[src/design/video_pkg.sv]
// video test-pattern core shared definitions
// widths, default geometry, key bits, colours and the bridge map

`default_nettype none

package video_pkg;

    // signed screen coordinate, room for porch offsets below zero
    typedef logic signed [10:0] coord_t;

    // red [23:16], green [15:8], blue [7:0]
    typedef logic [23:0] rgb_t;

    // controller key bitmap as delivered by the bridge
    typedef logic [15:0] key_t;

    // key bit positions
    localparam int KEY_UP     = 0;
    localparam int KEY_DOWN   = 1;
    localparam int KEY_LEFT   = 2;
    localparam int KEY_RIGHT  = 3;
    localparam int KEY_FACE_A = 4;
    localparam int KEY_FACE_B = 5;

    ////////////////////////////////////////////////////////////
    // default mode, 320x288 inside a 400x512 raster
    localparam int DEF_H_BPORCH    = 10;
    localparam int DEF_H_ACTIVE    = 320;
    localparam int DEF_H_TOTAL     = 400;
    localparam int DEF_V_BPORCH    = 10;
    localparam int DEF_V_ACTIVE    = 288;
    localparam int DEF_V_TOTAL     = 512;
    localparam int DEF_SQUARE_SIZE = 50;

    // hsync a few clocks into the line, clear of vsync
    localparam int HS_X = 3;

    localparam rgb_t COLOR_BLACK   = 24'h000000;
    localparam rgb_t COLOR_WHITE   = 24'hFFFFFF;
    localparam rgb_t COLOR_RED     = 24'hFF0000;
    localparam rgb_t COLOR_GREEN   = 24'h00FF00;
    localparam rgb_t COLOR_BLUE    = 24'h0000FF;
    localparam rgb_t COLOR_MAGENTA = 24'hFF00FF;

    // debug border flag register
    localparam logic [31:0] BORDER_REG_ADDR = 32'h50000000;

endpackage

`default_nettype wire
[src/design/core_top.sv]
// video test-pattern core top level
// timing, square sprite, pixel composer and bridge registers
// all on clk_74a

`timescale 1ns/1ps
`default_nettype none

module core_top #(
    parameter int H_BPORCH    = video_pkg::DEF_H_BPORCH,
    parameter int H_ACTIVE    = video_pkg::DEF_H_ACTIVE,
    parameter int H_TOTAL     = video_pkg::DEF_H_TOTAL,
    parameter int V_BPORCH    = video_pkg::DEF_V_BPORCH,
    parameter int V_ACTIVE    = video_pkg::DEF_V_ACTIVE,
    parameter int V_TOTAL     = video_pkg::DEF_V_TOTAL,
    parameter int SQUARE_SIZE = video_pkg::DEF_SQUARE_SIZE
) (
    input  wire                 clk_74a,
    input  wire                 reset_n,

    // bridge bus
    input  wire  [31:0]         bridge_addr,
    input  wire                 bridge_rd,
    input  wire                 bridge_wr,
    input  wire  [31:0]         bridge_wr_data,
    output logic [31:0]         bridge_rd_data,

    // controller 1
    input  video_pkg::key_t     cont1_key,

    // video to scaler
    output video_pkg::rgb_t     video_rgb,
    output logic                video_de,
    output logic                video_hs,
    output logic                video_vs
);

    import video_pkg::*;

    // counter stage
    logic   active;
    coord_t visible_x;
    coord_t visible_y;
    logic   frame_start;

    // sprite hit and colour
    logic   square_edge;
    logic   square_fill;
    rgb_t   fill_rgb;

    logic   border_en;

    ////////////////////////////////////////////////////////////
    // video path

    video_timing #(
        .H_BPORCH   (H_BPORCH),
        .H_ACTIVE   (H_ACTIVE),
        .H_TOTAL    (H_TOTAL),
        .V_BPORCH   (V_BPORCH),
        .V_ACTIVE   (V_ACTIVE),
        .V_TOTAL    (V_TOTAL)
    ) u_video_timing (
        .clk_74a     (clk_74a),
        .reset_n     (reset_n),
        .visible_x   (visible_x),
        .visible_y   (visible_y),
        .active      (active),
        .video_de    (video_de),
        .video_hs    (video_hs),
        .video_vs    (video_vs),
        .frame_start (frame_start)
    );

    square_sprite #(
        .H_ACTIVE    (H_ACTIVE),
        .V_ACTIVE    (V_ACTIVE),
        .SQUARE_SIZE (SQUARE_SIZE)
    ) u_square_sprite (
        .clk_74a     (clk_74a),
        .reset_n     (reset_n),
        .cont1_key   (cont1_key),
        .frame_start (frame_start),
        .visible_x   (visible_x),
        .visible_y   (visible_y),
        .square_edge (square_edge),
        .square_fill (square_fill),
        .fill_rgb    (fill_rgb)
    );

    pixel_composer #(
        .H_ACTIVE   (H_ACTIVE),
        .V_ACTIVE   (V_ACTIVE)
    ) u_pixel_composer (
        .clk_74a     (clk_74a),
        .reset_n     (reset_n),
        .active      (active),
        .border_en   (border_en),
        .square_edge (square_edge),
        .square_fill (square_fill),
        .visible_x   (visible_x),
        .visible_y   (visible_y),
        .fill_rgb    (fill_rgb),
        .video_rgb   (video_rgb)
    );

    ////////////////////////////////////////////////////////////
    // host side

    bridge_regs u_bridge_regs (
        .clk_74a        (clk_74a),
        .reset_n        (reset_n),
        .bridge_addr    (bridge_addr),
        .bridge_rd      (bridge_rd),
        .bridge_wr      (bridge_wr),
        .bridge_wr_data (bridge_wr_data),
        .bridge_rd_data (bridge_rd_data),
        .border_en      (border_en)
    );

endmodule

`default_nettype wire

[src/design/bridge_regs.sv]
// bridge register block
// debug border flag and the bridge read data mux

`timescale 1ns/1ps
`default_nettype none

module bridge_regs (
    input  wire             clk_74a,
    input  wire             reset_n,
    input  wire  [31:0]     bridge_addr,
    input  wire             bridge_rd,
    input  wire             bridge_wr,
    input  wire  [31:0]     bridge_wr_data,
    output logic [31:0]     bridge_rd_data,
    output logic            border_en
);

    import video_pkg::*;

    logic border_hit;

    // bridge address map, single entry
    assign border_hit = (bridge_addr == BORDER_REG_ADDR);

    // border on out of reset
    always_ff @(posedge clk_74a or negedge reset_n) begin
        if (!reset_n) begin
            border_en <= 1'b1;
        end else if (bridge_wr && border_hit) begin
            border_en <= bridge_wr_data[0];
        end
    end

    // read data follows the address combinationally,
    // bridge_rd only marks when the host samples it
    always_comb begin
        bridge_rd_data = '0;
        if (border_hit) begin
            bridge_rd_data = {31'b0, border_en};
        end
    end

endmodule

`default_nettype wire

[src/design/pixel_composer.sv]
// pixel composer
// layers background, debug border and square, registers rgb

`timescale 1ns/1ps
`default_nettype none

module pixel_composer #(
    parameter int H_ACTIVE = video_pkg::DEF_H_ACTIVE,
    parameter int V_ACTIVE = video_pkg::DEF_V_ACTIVE
) (
    input  wire                 clk_74a,
    input  wire                 reset_n,
    input  wire                 active,
    input  wire                 border_en,
    input  wire                 square_edge,
    input  wire                 square_fill,
    input  video_pkg::coord_t   visible_x,
    input  video_pkg::coord_t   visible_y,
    input  video_pkg::rgb_t     fill_rgb,
    output video_pkg::rgb_t     video_rgb
);

    import video_pkg::*;

    localparam coord_t X_LAST = coord_t'(H_ACTIVE - 1);
    localparam coord_t Y_LAST = coord_t'(V_ACTIVE - 1);

    rgb_t pix_next;

    always_comb begin
        // xor background
        pix_next = {visible_x[7:0], visible_y[7:0], visible_x[7:0] ^ visible_y[7:0]};

        // debug border, left/right take the corners
        if (border_en) begin
            if (visible_x == '0) begin
                pix_next = COLOR_WHITE;
            end else if (visible_x == X_LAST) begin
                pix_next = COLOR_GREEN;
            end else if (visible_y == '0) begin
                pix_next = COLOR_RED;
            end else if (visible_y == Y_LAST) begin
                pix_next = COLOR_BLUE;
            end
        end

        // square on top of everything
        if (square_edge) begin
            pix_next = COLOR_BLACK;
        end else if (square_fill) begin
            pix_next = fill_rgb;
        end
    end

    // aligned with video_de, black in blanking
    always_ff @(posedge clk_74a or negedge reset_n) begin
        if (!reset_n) begin
            video_rgb <= COLOR_BLACK;
        end else begin
            video_rgb <= active ? pix_next : COLOR_BLACK;
        end
    end

endmodule

`default_nettype wire

[src/design/square_sprite.sv]
// d-pad driven square
// synchronizes the controller keys, moves the square once per
// frame within the active area and reports edge/fill hits

`timescale 1ns/1ps
`default_nettype none

module square_sprite #(
    parameter int H_ACTIVE    = video_pkg::DEF_H_ACTIVE,
    parameter int V_ACTIVE    = video_pkg::DEF_V_ACTIVE,
    parameter int SQUARE_SIZE = video_pkg::DEF_SQUARE_SIZE
) (
    input  wire                 clk_74a,
    input  wire                 reset_n,
    input  video_pkg::key_t     cont1_key,
    input  wire                 frame_start,
    input  video_pkg::coord_t   visible_x,
    input  video_pkg::coord_t   visible_y,
    output logic                square_edge,
    output logic                square_fill,
    output video_pkg::rgb_t     fill_rgb
);

    import video_pkg::*;

    localparam coord_t SQ_SIZE = coord_t'(SQUARE_SIZE);
    localparam coord_t X_MAX   = coord_t'(H_ACTIVE - SQUARE_SIZE);
    localparam coord_t Y_MAX   = coord_t'(V_ACTIVE - SQUARE_SIZE);
    // start centred
    localparam coord_t X_INIT  = coord_t'((H_ACTIVE - SQUARE_SIZE) / 2);
    localparam coord_t Y_INIT  = coord_t'((V_ACTIVE - SQUARE_SIZE) / 2);
    localparam coord_t ONE     = coord_t'(1);
    localparam coord_t ZERO    = coord_t'(0);

    key_t   key_meta;
    key_t   key_sync;
    coord_t sq_x;
    coord_t sq_y;
    coord_t next_x;
    coord_t next_y;
    logic   in_outer;
    logic   in_inner;

    ////////////////////////////////////////////////////////////
    // keys arrive asynchronously, two flop synchronizer

    always_ff @(posedge clk_74a or negedge reset_n) begin
        if (!reset_n) begin
            key_meta <= '0;
            key_sync <= '0;
        end else begin
            key_meta <= cont1_key;
            key_sync <= key_meta;
        end
    end

    ////////////////////////////////////////////////////////////
    // position update

    // each direction tested against the current corner,
    // so up+down or left+right cancel away from the limits
    always_comb begin
        next_x = sq_x;
        next_y = sq_y;
        if (key_sync[KEY_UP] && (sq_y > ZERO)) begin
            next_y = next_y - ONE;
        end
        if (key_sync[KEY_DOWN] && (sq_y < Y_MAX)) begin
            next_y = next_y + ONE;
        end
        if (key_sync[KEY_LEFT] && (sq_x > ZERO)) begin
            next_x = next_x - ONE;
        end
        if (key_sync[KEY_RIGHT] && (sq_x < X_MAX)) begin
            next_x = next_x + ONE;
        end
    end

    // frame_start lands before the first active pixel,
    // whole frame drawn from one position
    always_ff @(posedge clk_74a or negedge reset_n) begin
        if (!reset_n) begin
            sq_x <= X_INIT;
            sq_y <= Y_INIT;
        end else if (frame_start) begin
            sq_x <= next_x;
            sq_y <= next_y;
        end
    end

    ////////////////////////////////////////////////////////////
    // hit test against the counter-stage coordinates

    assign in_outer = (visible_x >= sq_x) && (visible_x < sq_x + SQ_SIZE) &&
                      (visible_y >= sq_y) && (visible_y < sq_y + SQ_SIZE);

    // one pixel in from every side
    assign in_inner = (visible_x >= sq_x + ONE) && (visible_x < sq_x + SQ_SIZE - ONE) &&
                      (visible_y >= sq_y + ONE) && (visible_y < sq_y + SQ_SIZE - ONE);

    assign square_fill = in_inner;
    // remaining outer ring
    assign square_edge = in_outer && !in_inner;

    // A beats B, white when neither held
    assign fill_rgb = key_sync[KEY_FACE_A] ? COLOR_MAGENTA :
                      key_sync[KEY_FACE_B] ? COLOR_GREEN   : COLOR_WHITE;

endmodule

`default_nettype wire

[src/design/video_timing.sv]
// raster timing generator
// x/y counters, active window, visible coordinates and
// registered de/hs/vs outputs

`timescale 1ns/1ps
`default_nettype none

module video_timing #(
    parameter int H_BPORCH = video_pkg::DEF_H_BPORCH,
    parameter int H_ACTIVE = video_pkg::DEF_H_ACTIVE,
    parameter int H_TOTAL  = video_pkg::DEF_H_TOTAL,
    parameter int V_BPORCH = video_pkg::DEF_V_BPORCH,
    parameter int V_ACTIVE = video_pkg::DEF_V_ACTIVE,
    parameter int V_TOTAL  = video_pkg::DEF_V_TOTAL
) (
    input  wire                 clk_74a,
    input  wire                 reset_n,
    output video_pkg::coord_t   visible_x,
    output video_pkg::coord_t   visible_y,
    output logic                active,
    output logic                video_de,
    output logic                video_hs,
    output logic                video_vs,
    output logic                frame_start
);

    import video_pkg::*;

    // window edges in counter space
    localparam coord_t H_START = coord_t'(H_BPORCH);
    localparam coord_t H_END   = coord_t'(H_BPORCH + H_ACTIVE);
    localparam coord_t H_LAST  = coord_t'(H_TOTAL - 1);
    localparam coord_t V_START = coord_t'(V_BPORCH);
    localparam coord_t V_END   = coord_t'(V_BPORCH + V_ACTIVE);
    localparam coord_t V_LAST  = coord_t'(V_TOTAL - 1);
    localparam coord_t HS_POS  = coord_t'(HS_X);

    coord_t x_count;
    coord_t y_count;

    ////////////////////////////////////////////////////////////
    // counter stage

    always_ff @(posedge clk_74a or negedge reset_n) begin
        if (!reset_n) begin
            x_count <= '0;
            y_count <= '0;
        end else begin
            x_count <= x_count + coord_t'(1);
            if (x_count == H_LAST) begin
                x_count <= '0;
                // next line on every x wrap
                y_count <= y_count + coord_t'(1);
                if (y_count == V_LAST) begin
                    y_count <= '0;
                end
            end
        end
    end

    // inside both back porch edges
    assign active = (x_count >= H_START) && (x_count < H_END) &&
                    (y_count >= V_START) && (y_count < V_END);

    // porch-relative, negative before the window opens
    assign visible_x = x_count - H_START;
    assign visible_y = y_count - V_START;

    ////////////////////////////////////////////////////////////
    // output stage, one clock behind the counters

    always_ff @(posedge clk_74a or negedge reset_n) begin
        if (!reset_n) begin
            video_de <= 1'b0;
            video_hs <= 1'b0;
            video_vs <= 1'b0;
        end else begin
            video_de <= active;
            // line start pulse
            video_hs <= (x_count == HS_POS);
            // frame start pulse, top-left corner of the raster
            video_vs <= (x_count == '0) && (y_count == '0);
        end
    end

    // sprite steps on the vsync pulse itself
    assign frame_start = video_vs;

endmodule

`default_nettype wire

[config.mk]
export PLATFORM = sky130hd
export DESIGN_NAME = core_top
export DESIGN_NICKNAME = d
export VERILOG_FILES = /design/src/design/video_pkg.sv /design/src/design/core_top.sv /design/src/design/bridge_regs.sv /design/src/design/pixel_composer.sv /design/src/design/square_sprite.sv /design/src/design/video_timing.sv
export SDC_FILE = /design/constraint.sdc
export NUM_CORES = 1
export LEC_CHECK = 0
export ABC_CLOCK_PERIOD_IN_PS = 7600
export BUFFER_PORTS_ARGS = -buffer_cell sky130_fd_sc_hd__buf_2
export CAP_MARGIN = 20
export CORE_AREA = 2 2 135 137
export CTS_BUF_LIST = sky130_fd_sc_hd__clkbuf_4
export CTS_CLUSTER_DIAMETER = 40
export CTS_CLUSTER_SIZE = 12
export DETAILED_ROUTE_END_ITERATION = 10
export DIE_AREA = 0 0 137 139
export PLACE_DENSITY_LB_ADDON = 0.1
export SLEW_MARGIN = 15
export SYNTH_ARGS = -nofsm -noshare
export SYNTH_HDL_FRONTEND = slang
export SYNTH_SLANG_ARGS = --single-unit
[constraint.sdc]
create_clock -name clk_74a -period 7.6 [get_ports clk_74a]
set_input_delay 1.52 -clock clk_74a [delete_from_list [all_inputs] [get_ports clk_74a]]
set_output_delay 1.52 -clock clk_74a [all_outputs]
set_load 0.01 [all_outputs]
==> results_dict.tcl, run 1 <==
set metrics [dict create \
    status "completed" \
    drive_gt1_share_pct 13.0 \
    powerDensity_mw_per_mm2 85.9 \
    worst_slew_pin_slew_ns 0.878 \
    ys.flop_type "dfrtp_1" \
    finalSetupViolations 0 \
    drtAntennaViolNets 0 \
    cts_made_buffers 9 \
    dp_hpwl_um 16500 \
    nNetsFinal 1243 \
    cts_sinks 84 \
    worstSetupPathType "reg2reg" \
    cts_hold_buf 0 \
    vias 7272 \
    die_y_um 139 \
    cp_slowest_cell "a2111oi_0" \
    grtUsageTotal_pct 22.6 \
    yosysWarnings 0 \
    netlist_instances 1010 \
    path_max_fanout 16 \
    grt_max_degree 58 \
    die_w_um 137 \
    num_io_pins 143 \
    final_util_pct 51.5 \
    core-area_mm2 0.0177 \
    ir_worst_vdd_mv 0.0604 \
    critPathTopFamily "simple AND/OR/NAND/NOR gates" \
    cts-root-buf "clkbuf_4" \
    synth_edf_count 0 \
    startpoint_type "register" \
    fin_crit_sh_pct 64.3 \
    cp_cell_sequence "inv_1 -> ha_1 -> nor2b_1 -> nor2_1 -> xnor2_1 -> ha_1 -> nand2_1 -> or4_1 -> o22a_1 -> nor4_2 -> buf_4 -> nor2_1 -> a2111oi_0" \
    grt-ovfl-total 0 \
    initial_utilization_pct 49.0 \
    clk_pin_slew_worst_paths_ns 0.16 \
    ys_ff_latch 84 \
    fillers 1747 \
    syn-cell-area_mm2 0.00864 \
    cts_buffer_depth 2 \
    holdCritPathClass "reg2reg" \
    max_cap_viol_count 0 \
    drt_iter0_markers 413 \
    h-tree-depth 3 \
    detail_route.wl_per_cell_um 16.5 \
    power_leakage_nw 3.97 \
    cp-end-kind "register" \
    ctsResizeCount 0 \
    max_clock_freq_mhz 205 \
    die_area_mm2 0.0190 \
    rows 49 \
    cts_tree "done" \
    critPathRequiredTime_ns 7.92 \
    ys_types 84 \
    crit_buf_inv 2 \
    multi_input_area_mm2 0.00591 \
    grt_pass1_vias 6580 \
    cp_data_arrival_time_ns 5.21 \
    dr.pass1.iters 5 \
    fin_crit_ns 4.89 \
    crit_path_max_incr_delay_ns 0.74 \
    avgSynthCellArea_um2 8.56 \
    grt_pass1_wl_um 34500 \
    gp_congestion 0.865 \
    final_max_slew_viol_count 0 \
    tns_ns 0 \
    finalHoldViolCount 0 \
    antenna_found_initial 1 \
    area_growth_pct 5.20 \
    finalClockSkew_ns 0.0386 \
    clock_latency_ns 0.51 \
    rsz0062_at_grt "false" \
    async_reset_ff_share_pct 100 \
    numPortBuffers 69 \
    synth_seq_area_share_pct 24.5 \
    slew_headroom_pct 41.1 \
    seqCellArea_mm2 0.00212 \
    postCtsSetupRepairBufs 0 \
    routed_wl_um 21200 \
    vias_per_cell 5.66 \
    drcViolationCount 0 \
]
==> power by group <==
part	total (mW)	switching (mW)	internal, mW
Clock	0.271	0.198	0.0730
Sequential	0.455	0.00330	0.452
Combinational	0.0554	0.0358	0.0195
==> flip-flops by register name, indices dropped and copies added (netlist names) <==
name and cells:
u_pixel_composer.video_rgb 24, u_square_sprite.sq_x 11, u_square_sprite.sq_y 11, u_video_timing.x_count 11
u_video_timing.y_count 11, u_square_sprite.key_meta 6, u_square_sprite.key_sync 6, u_bridge_regs.border_en 1
u_video_timing.frame_start 1, u_video_timing.video_de 1, u_video_timing.video_hs 1
==> cells in the mapped netlist (9+ instances only) <==
| master | instances | area share, % |
|---|---|---|
| a21o_1 | 9 | 0.78 |
| nand2_1 | 71 | 3.1 |
| nand4_1 | 24 | 1.7 |
| ha_1 | 110 | 16 |
| nand2b_1 | 9 | 0.65 |
| xor2_1 | 23 | 2.3 |
| a211oi_1 | 20 | 1.7 |
| nand3_1 | 35 | 2.0 |
| a2111oi_0 | 10 | 1.0 |
| nor3_1 | 36 | 2.1 |
| nor4_1 | 20 | 1.4 |
| buf_4 | 32 | 2.8 |
| o21ai_0 | 36 | 2.1 |
| clkbuf_1 | 27 | 1.2 |
| a21oi_1 | 44 | 2.5 |
| and3_1 | 15 | 1.1 |
| xnor2_1 | 87 | 8.8 |
| inv_1 | 63 | 2.7 |
| nor2_1 | 54 | 2.3 |
| nor2b_1 | 10 | 0.72 |
| o211ai_1 | 13 | 1.1 |
| or3_1 | 12 | 0.87 |
| dfstp_2 | 11 | 3.3 |
| mux2i_1 | 11 | 1.3 |
| dfrtp_1 | 73 | 21 |
==> stage by stage <==
step	hold slack, ns	instances	setup slack (ns)	power [mW]	instance area [µm²]
after CTS	0.367	1282	2.64	0.789	9080
after detailed placement	0.335	1266	2.65	0.519	8950
final	0.354	1285	2.71	0.781	9090
after global placement	0.334	1266	2.68	0.518	8950
after floorplan	0.331	1040	3.77	0.504	8760
after global routing	0.376	1285	2.48	0.817	9090
==> cell type report <==
cell class / count / area share [%]
Tap cell: 229 / 3.15
Antenna cell: 2 / 0.0550
Clock buffer: 9 / 0.743
Multi-Input combinational cell: 812 / 65.0
Timing Repair Buffer: 76 / 4.44
Inverter: 66 / 2.72
Sequential cell: 84 / 23.3
Clock inverter: 7 / 0.660
==> metal layers <==
| layer | vias up | share of wire, % | routed length, µm | GRT usage [%] |
|---|---|---|---|---|
| li1 | 3675 | - | - | - |
| met1 | 3413 | 51 | 10800 | 34.0 |
| met2 | 163 | 43 | 9180 | 33.8 |
| met3 | 21 | 4.2 | 885 | 3.18 |
| met4 | 0 | 1.6 | 343 | 6.02 |
| met5 | - | 0 | 0 | 0 |
==> layout by cell type (no fill, tap or decap), types with 9 or more instances in the layout <==
master	synthesis	final
nor3_1	36	36
buf_2	5	68
dfstp_2	11	11
mux2i_1	11	11
dfrtp_1	73	73
ha_1	110	110
nand2b_1	9	9
nor4_1	20	19
o211ai_1	13	13
and3_1	15	15
a2111oi_0	10	10
conb_1	1	31
inv_1	63	63
or3_1	12	12
nor2b_1	10	10
o21ai_0	36	36
nand3_1	35	35
nand2_1	71	71
nand4_1	24	24
xnor2_1	87	87
a21oi_1	44	44
nor2_1	54	54
a211oi_1	20	20
xor2_1	23	23
a21o_1	9	9
clkbuf_4	0	9
==> logic make-up after synthesis <==
| family | Yosys count | synth area share (%) |
|---|---|---|
| fa+ha+maj | 111 | 16.0 |
| other cells | 1 | 0.0434 |
| buf+inv | 144 | 8.67 |
| flops | 84 | 24.5 |
| mux | 13 | 1.53 |
| xor+xnor | 110 | 11.1 |
| simple gates | 334 | 20.5 |
| compound gates | 213 | 17.6 |
==> worst paths after layout <==
kind / from / endpoint / slack, ns / cells past startpoint
min: u_square_sprite.key_meta[3]$_DFF_PN0_ / u_square_sprite.key_sync[3]$_DFF_PN0_ / 0.35 / 0
max in group asynchronous: reset_n / u_square_sprite.key_sync[0]$_DFF_PN0_ / 5.59 / 2
min in group asynchronous: reset_n / u_video_timing.x_count[4]$_DFF_PN0_ / 0.91 / 1
max reg2reg: u_video_timing.y_count[1]$_DFFE_PN0N_ / u_pixel_composer.video_rgb[9]$_DFF_PN0_ / 2.71 / 13
max: u_video_timing.y_count[1]$_DFFE_PN0N_ / u_pixel_composer.video_rgb[9]$_DFF_PN0_ / 2.71 / 13
min reg2reg: u_square_sprite.key_meta[3]$_DFF_PN0_ / u_square_sprite.key_sync[3]$_DFF_PN0_ / 0.35 / 0
No activity file was read; power rests on OpenSTA's default activity.
==> inputs of run 2 (changes only) <==
Settings changed: ABC_CLOCK_PERIOD_IN_PS 7600 to 4300.
Clock period 7.6 ns to 4.3 ns, I/O delays scaled along.
==> run 2 against run 1 <==
Effect of this change: die area did not move; fmax up 19%; non-clock buffer count rose by 41; power increased by 71%; clock power grew 59%; count of clock-buffer cells in the layout grew 1; hold slack better by 0.0094 ns; critical path type unchanged; critical endpoint unchanged; largest cell class unchanged.
==> results_dict.tcl, run 2 (same netlist as run 1, synthesis figures left out) <==
set metrics [dict create \
    routed_wl_um 21400 \
    h-tree-depth 3 \
    crit_end "u_pixel_composer.video_rgb[9]$_DFF_PN0_" \
    worstSetupPathType "reg2reg" \
    place_area_mm2 0.00921 \
    switching_share_pct 28.2 \
    fin_crit_sh_pct 95.6 \
    cell_internal_pwr_mw 0.957 \
    drcViolationCount 0 \
    initial_utilization_pct 49.0 \
    p_switching_mw 0.375 \
    rows 49 \
    numPortBuffers 69 \
    drt_iter0_markers 493 \
    gp_congestion 0.844 \
    dp_hpwl_um 16700 \
    final_util_pct 53.5 \
    crit_path_max_incr_delay_ns 0.54 \
    clock_latency_ns 0.48 \
    cts_tree "done" \
    cp-end-kind "register" \
    reg2reg_slack_ns 0.19 \
    largest_reg_flops 24 \
    dr.pass1.iters 5 \
    regToRegStartpoint "u_video_timing.x_count[7]$_DFF_PN0_" \
    ir_worst_vdd_mv 0.101 \
    clk_pin_slew_worst_paths_ns 0.15 \
    detail_route.wl_per_cell_um 16.1 \
    worst_path_most_repeated_cell "buf_4" \
    max_clock_freq_mhz 243 \
    largest-register "u_pixel_composer.video_rgb" \
    critPathRequiredTime_ns 4.69 \
    r2r_cells 14 \
    num_io_pins 143 \
    finalClockSkew_ns 0.0310 \
    status "completed" \
    powerDensity_mw_per_mm2 141 \
    vias_per_cell 5.56 \
    cts-root-buf "clkbuf_4" \
    final_max_slew_viol_count 0 \
    fin_area_mm2 0.00944 \
    layout_common_cells "ha_1 (109), xnor2_1 (86), nand2_1 (71), dfrtp_1 (71), buf_2 (68)" \
    area_growth_pct 9.23 \
    cp_data_arrival_time_ns 4.50 \
    die_area_mm2 0.0190 \
    nNetsFinal 1284 \
    vias 7367 \
    grt_max_degree 70 \
    startpoint_type "register" \
    cts_buffer_depth 2 \
    die_w_um 137 \
    final_cell_count_no_fill 1324 \
    cp_cell_sequence "or4_1 -> buf_4 -> or4_4 -> and2_1 -> inv_1 -> ha_1 -> a2111oi_0 -> a21oi_1 -> a221oi_1 -> o2111ai_1 -> nor4_4 -> buf_4 -> a2111oi_2 -> buf_4" \
    clkPwrFrac_pct 32.4 \
    finalHoldViolCount 0 \
    antenna_found_initial 1 \
    timing.hold.ws_ns 0.363 \
    grtUsageTotal_pct 23.0 \
    layout_commonest_cell "ha_1" \
    core-area_mm2 0.0177 \
    holdCritPathClass "reg2reg" \
    worst_slew_pin_slew_ns 0.897 \
    cp_slowest_cell "or4_1" \
    startpoint "u_video_timing.x_count[7]$_DFF_PN0_" \
    path_max_fanout 6 \
    p_seq_share_pct 60.3 \
    p_comb_share_pct 7.3 \
    cts_sinks 84 \
    die_y_um 139 \
    dp_cells 1300 \
    power_leakage_nw 4.16 \
    finalSetupViolations 0 \
    slew_headroom_pct 40.2 \
    grt_pass1_vias 6670 \
    drtAntennaViolNets 0 \
    grt_pass1_wl_um 35100 \
    grt-ovfl-total 0 \
    cts_hold_buf 0 \
    tns_ns 0 \
    fin_crit_ns 4.11 \
    cts_made_buffers 9 \
    max_cap_viol_count 0 \
    drive_gt1_share_pct 17.3 \
    timing.rr.end "u_pixel_composer.video_rgb[9]$_DFF_PN0_" \
]
## run 2: stage by stage
stage / power, mW / setup WS [ns]
3_3_place_gp: 0.916 / 0.109
3_5_place_dp: 0.916 / 0.0741
5_1_grt: 1.41 / -0.00500
2_1_floorplan: 0.891 / 0.469
6_report: 1.33 / 0.187
4_1_cts: 1.36 / 0.0241
## run 2: worst max-delay path: cells and delay by family (launching register included)
| family | cells | cell delay, ns |
|---|---|---|
| AOI/OAI and AO/OA | 5 | 1.01 |
| adders and majority gates | 1 | 0.27 |
| buffers and inverters | 4 | 0.69 |
| DFF | 1 | 0.40 |
| and+or+nand+nor | 4 | 1.68 |
## run 2: cell type report
class                   count  area (µm²)
fillers                  1726        8210
multi-input cells         812        5960
flip-flops and latches     84        2120
repair buffers            117         712
well taps                 229         287
inverters                  66         248
clock buffers              10        75.1
clock inverters             5        37.5
diodes                      1        2.50
## run 2: repair_timing
item / in CTS / in global routing
setup buffers: 0 / 8
gates resized for setup: 0 / 16
setup endpoints to repair: 0 / 23
## run 2: worst min-delay path by stage
stage / from / slack, ns / depth (start not counted) / end
final: u_square_sprite.key_meta[0]$_DFF_PN0_ / 0.36 / 0 / u_square_sprite.key_sync[0]$_DFF_PN0_
after global routing: u_square_sprite.key_meta[1]$_DFF_PN0_ / 0.37 / 0 / u_square_sprite.key_sync[1]$_DFF_PN0_
after global placement: u_square_sprite.key_meta[0]$_DFF_PN0_ / 0.33 / 0 / u_square_sprite.key_sync[0]$_DFF_PN0_
after detailed placement: u_square_sprite.key_meta[0]$_DFF_PN0_ / 0.33 / 0 / u_square_sprite.key_sync[0]$_DFF_PN0_
after CTS: u_square_sprite.key_meta[0]$_DFF_PN0_ / 0.37 / 0 / u_square_sprite.key_sync[0]$_DFF_PN0_
after floorplan: u_square_sprite.key_meta[0]$_DFF_PN0_ / 0.33 / 0 / u_square_sprite.key_sync[0]$_DFF_PN0_
## run 2: power by group through the flow
| stage | logic (mW) | registers (mW) | clock network [mW] |
|---|---|---|---|
| after floorplan | 0.0761 | 0.814 | 0 |
| after global placement | 0.0981 | 0.818 | 0 |
| after detailed placement | 0.0983 | 0.818 | 0 |
| after CTS | 0.0987 | 0.804 | 0.456 |
| after global routing | 0.112 | 0.805 | 0.494 |
| final | 0.0974 | 0.804 | 0.431 |
## run 2: layer usage
| metal | share of wire [%] | wire length [µm] | global-route usage [%] | vias to the layer above |
|---|---|---|---|---|
| li1 | - | - | - | 3747 |
| met1 | 51 | 10800 | 35.4 | 3445 |
| met2 | 45 | 9530 | 34.2 | 160 |
| met3 | 3.8 | 806 | 2.52 | 15 |
| met4 | 0.96 | 205 | 5.53 | 0 |
| met5 | 0 | 0 | 0 | - |
==> inputs of run 3 (changes only) <==
Settings changed: ABC_CLOCK_PERIOD_IN_PS 4300 to 4500, GPL_TIMING_DRIVEN set to 0.
Clock period 4.3 ns to 4.5 ns, I/O delays scaled along.
==> run 3 against run 2 <==
Effect of this change: power up 11%; first-iteration DRC count down 6.5%; via count up 1.5%; critical path type unchanged.
==> results_dict.tcl, run 3 (same netlist as run 1, synthesis figures left out) <==
set metrics [dict create \
    cts-root-buf "clkbuf_4" \
    layout_common_cells "ha_1 (109), xnor2_1 (82), buf_2 (73), dfrtp_1 (72), nand2_1 (69)" \
    place_area_mm2 0.00942 \
    drtAntennaViolNets 0 \
    slew_headroom_pct 37.4 \
    ir_worst_vdd_mv 0.134 \
    antenna_found_initial 1 \
    fin_crit_ns 4.30 \
    cts_hold_buf 0 \
    crit_buf_inv 3 \
    dp_hpwl_um 16900 \
    startpoint "u_video_timing.y_count[1]$_DFFE_PN0N_" \
    fin_area_mm2 0.00977 \
    critPathRequiredTime_ns 4.86 \
    final_max_slew_viol_count 0 \
    h-tree-depth 3 \
    holdCritPathClass "in2async" \
    routed_wl_um 21600 \
    finalHoldViolCount 0 \
    layout_commonest_cell "ha_1" \
    worstSetupPathType "reg2reg" \
    path_max_fanout 9 \
    cp_slowest_cell "dfrtp_1" \
    regToRegStartpoint "u_video_timing.y_count[1]$_DFFE_PN0N_" \
    power_leakage_nw 4.33 \
    timing.hold.ws_ns 0.327 \
    core-area_mm2 0.0177 \
    largest_reg_flops 24 \
    area_growth_pct 13.1 \
    crit_path_max_incr_delay_ns 0.60 \
    finalSetupViolations 0 \
    cts_tree "done" \
    power_mw 1.48 \
    dr.pass1.iters 5 \
    grt_pass1_vias 6880 \
    die_y_um 139 \
    drt_iter0_markers 461 \
    die_w_um 137 \
    drcViolationCount 0 \
    fin_crit_sh_pct 95.6 \
    drive_gt1_share_pct 17.8 \
    finalClockSkew_ns 0.0147 \
    critPathTopFamily "simple AND/OR/NAND/NOR gates" \
    vias_per_cell 5.51 \
    grtUsageTotal_pct 23.3 \
    max_clock_freq_mhz 233 \
    grt-ovfl-total 0 \
    startpoint_type "register" \
    final_cell_count_no_fill 1357 \
    nNetsFinal 1316 \
    die_area_mm2 0.0190 \
    rows 49 \
    grt_max_degree 51 \
    vias 7475 \
    status "completed" \
    gp_congestion 0.911 \
    largest-register "u_pixel_composer.video_rgb" \
    grt_pass1_wl_um 35500 \
    cp-end-kind "register" \
    powerDensity_mw_per_mm2 151 \
    detail_route.wl_per_cell_um 15.9 \
    clk_pin_slew_worst_paths_ns 0.15 \
    worst_slew_pin_slew_ns 0.934 \
    max_cap_viol_count 0 \
    initial_utilization_pct 49.0 \
    final_util_pct 55.4 \
    cp_data_arrival_time_ns 4.66 \
    cts_made_buffers 9 \
    clock_latency_ns 0.49 \
    num_io_pins 143 \
    dp_cells 1339 \
    numPortBuffers 69 \
    cp_cell_sequence "inv_1 -> ha_1 -> nor2b_1 -> nor3_1 -> xnor2_1 -> ha_1 -> nand4_1 -> or4_1 -> o22a_1 -> nor4_4 -> buf_4 -> nor4_4 -> buf_4 -> a2111oi_2" \
    cts_sinks 84 \
    cts_buffer_depth 2 \
]
==> run 3: final cells by class <==
cell class,count,area (µm²)
antenna,1,2.50
buffer,77,500
clock buffer,9,67.6
clock inverter,7,123
fill,1698,7880
inverter,66,248
multi-input combinational,812,6040
sequential,84,2120
tap,229,287
timing repair buffer,72,390
==> run 3: path summary, 6_finish.rpt <==
check	to	slack (ns)	cells past startpoint
setup / recovery	u_pixel_composer.video_rgb[8]$_DFF_PN0_	0.20	14
min in group clk_74a	u_square_sprite.key_sync[2]$_DFF_PN0_	0.35	0
hold / removal	u_video_timing.x_count[5]$_DFF_PN0_	0.33	1
hold reg to reg	u_square_sprite.key_sync[2]$_DFF_PN0_	0.35	0
max in group asynchronous	u_square_sprite.sq_y[4]$_DFFE_PN1P_	3.49	2
setup reg to reg	u_pixel_composer.video_rgb[8]$_DFF_PN0_	0.20	14
==> run 3: where the power goes <==
group	internal [mW]	switching [mW]
clock network	0.283	0.308
registers	0.763	0.00452
logic	0.0524	0.0649
==> run 3: metrics by stage <==
step	setup TNS (ns)	setup slack [ns]
finish	0	0.199
CTS	-0.497	-0.0630
global route	-0.0639	-0.0220
floorplan	0	0.669
detailed placement	-6.67	-0.530
global placement	-5.41	-0.516
==> run 3: what timing repair did <==
item                                    CTS  global route
pin swaps                                 0             2
endpoints found under the setup margin   24            24
resized for setup                         6            27
buffers inserted                          0             2
==> run 3: layer usage <==
metal,part of all wire [%],track usage [%]
met1,50,34.7
met3,4.2,3.22
met5,0,0
met4,1.3,5.64
met2,44,35.4
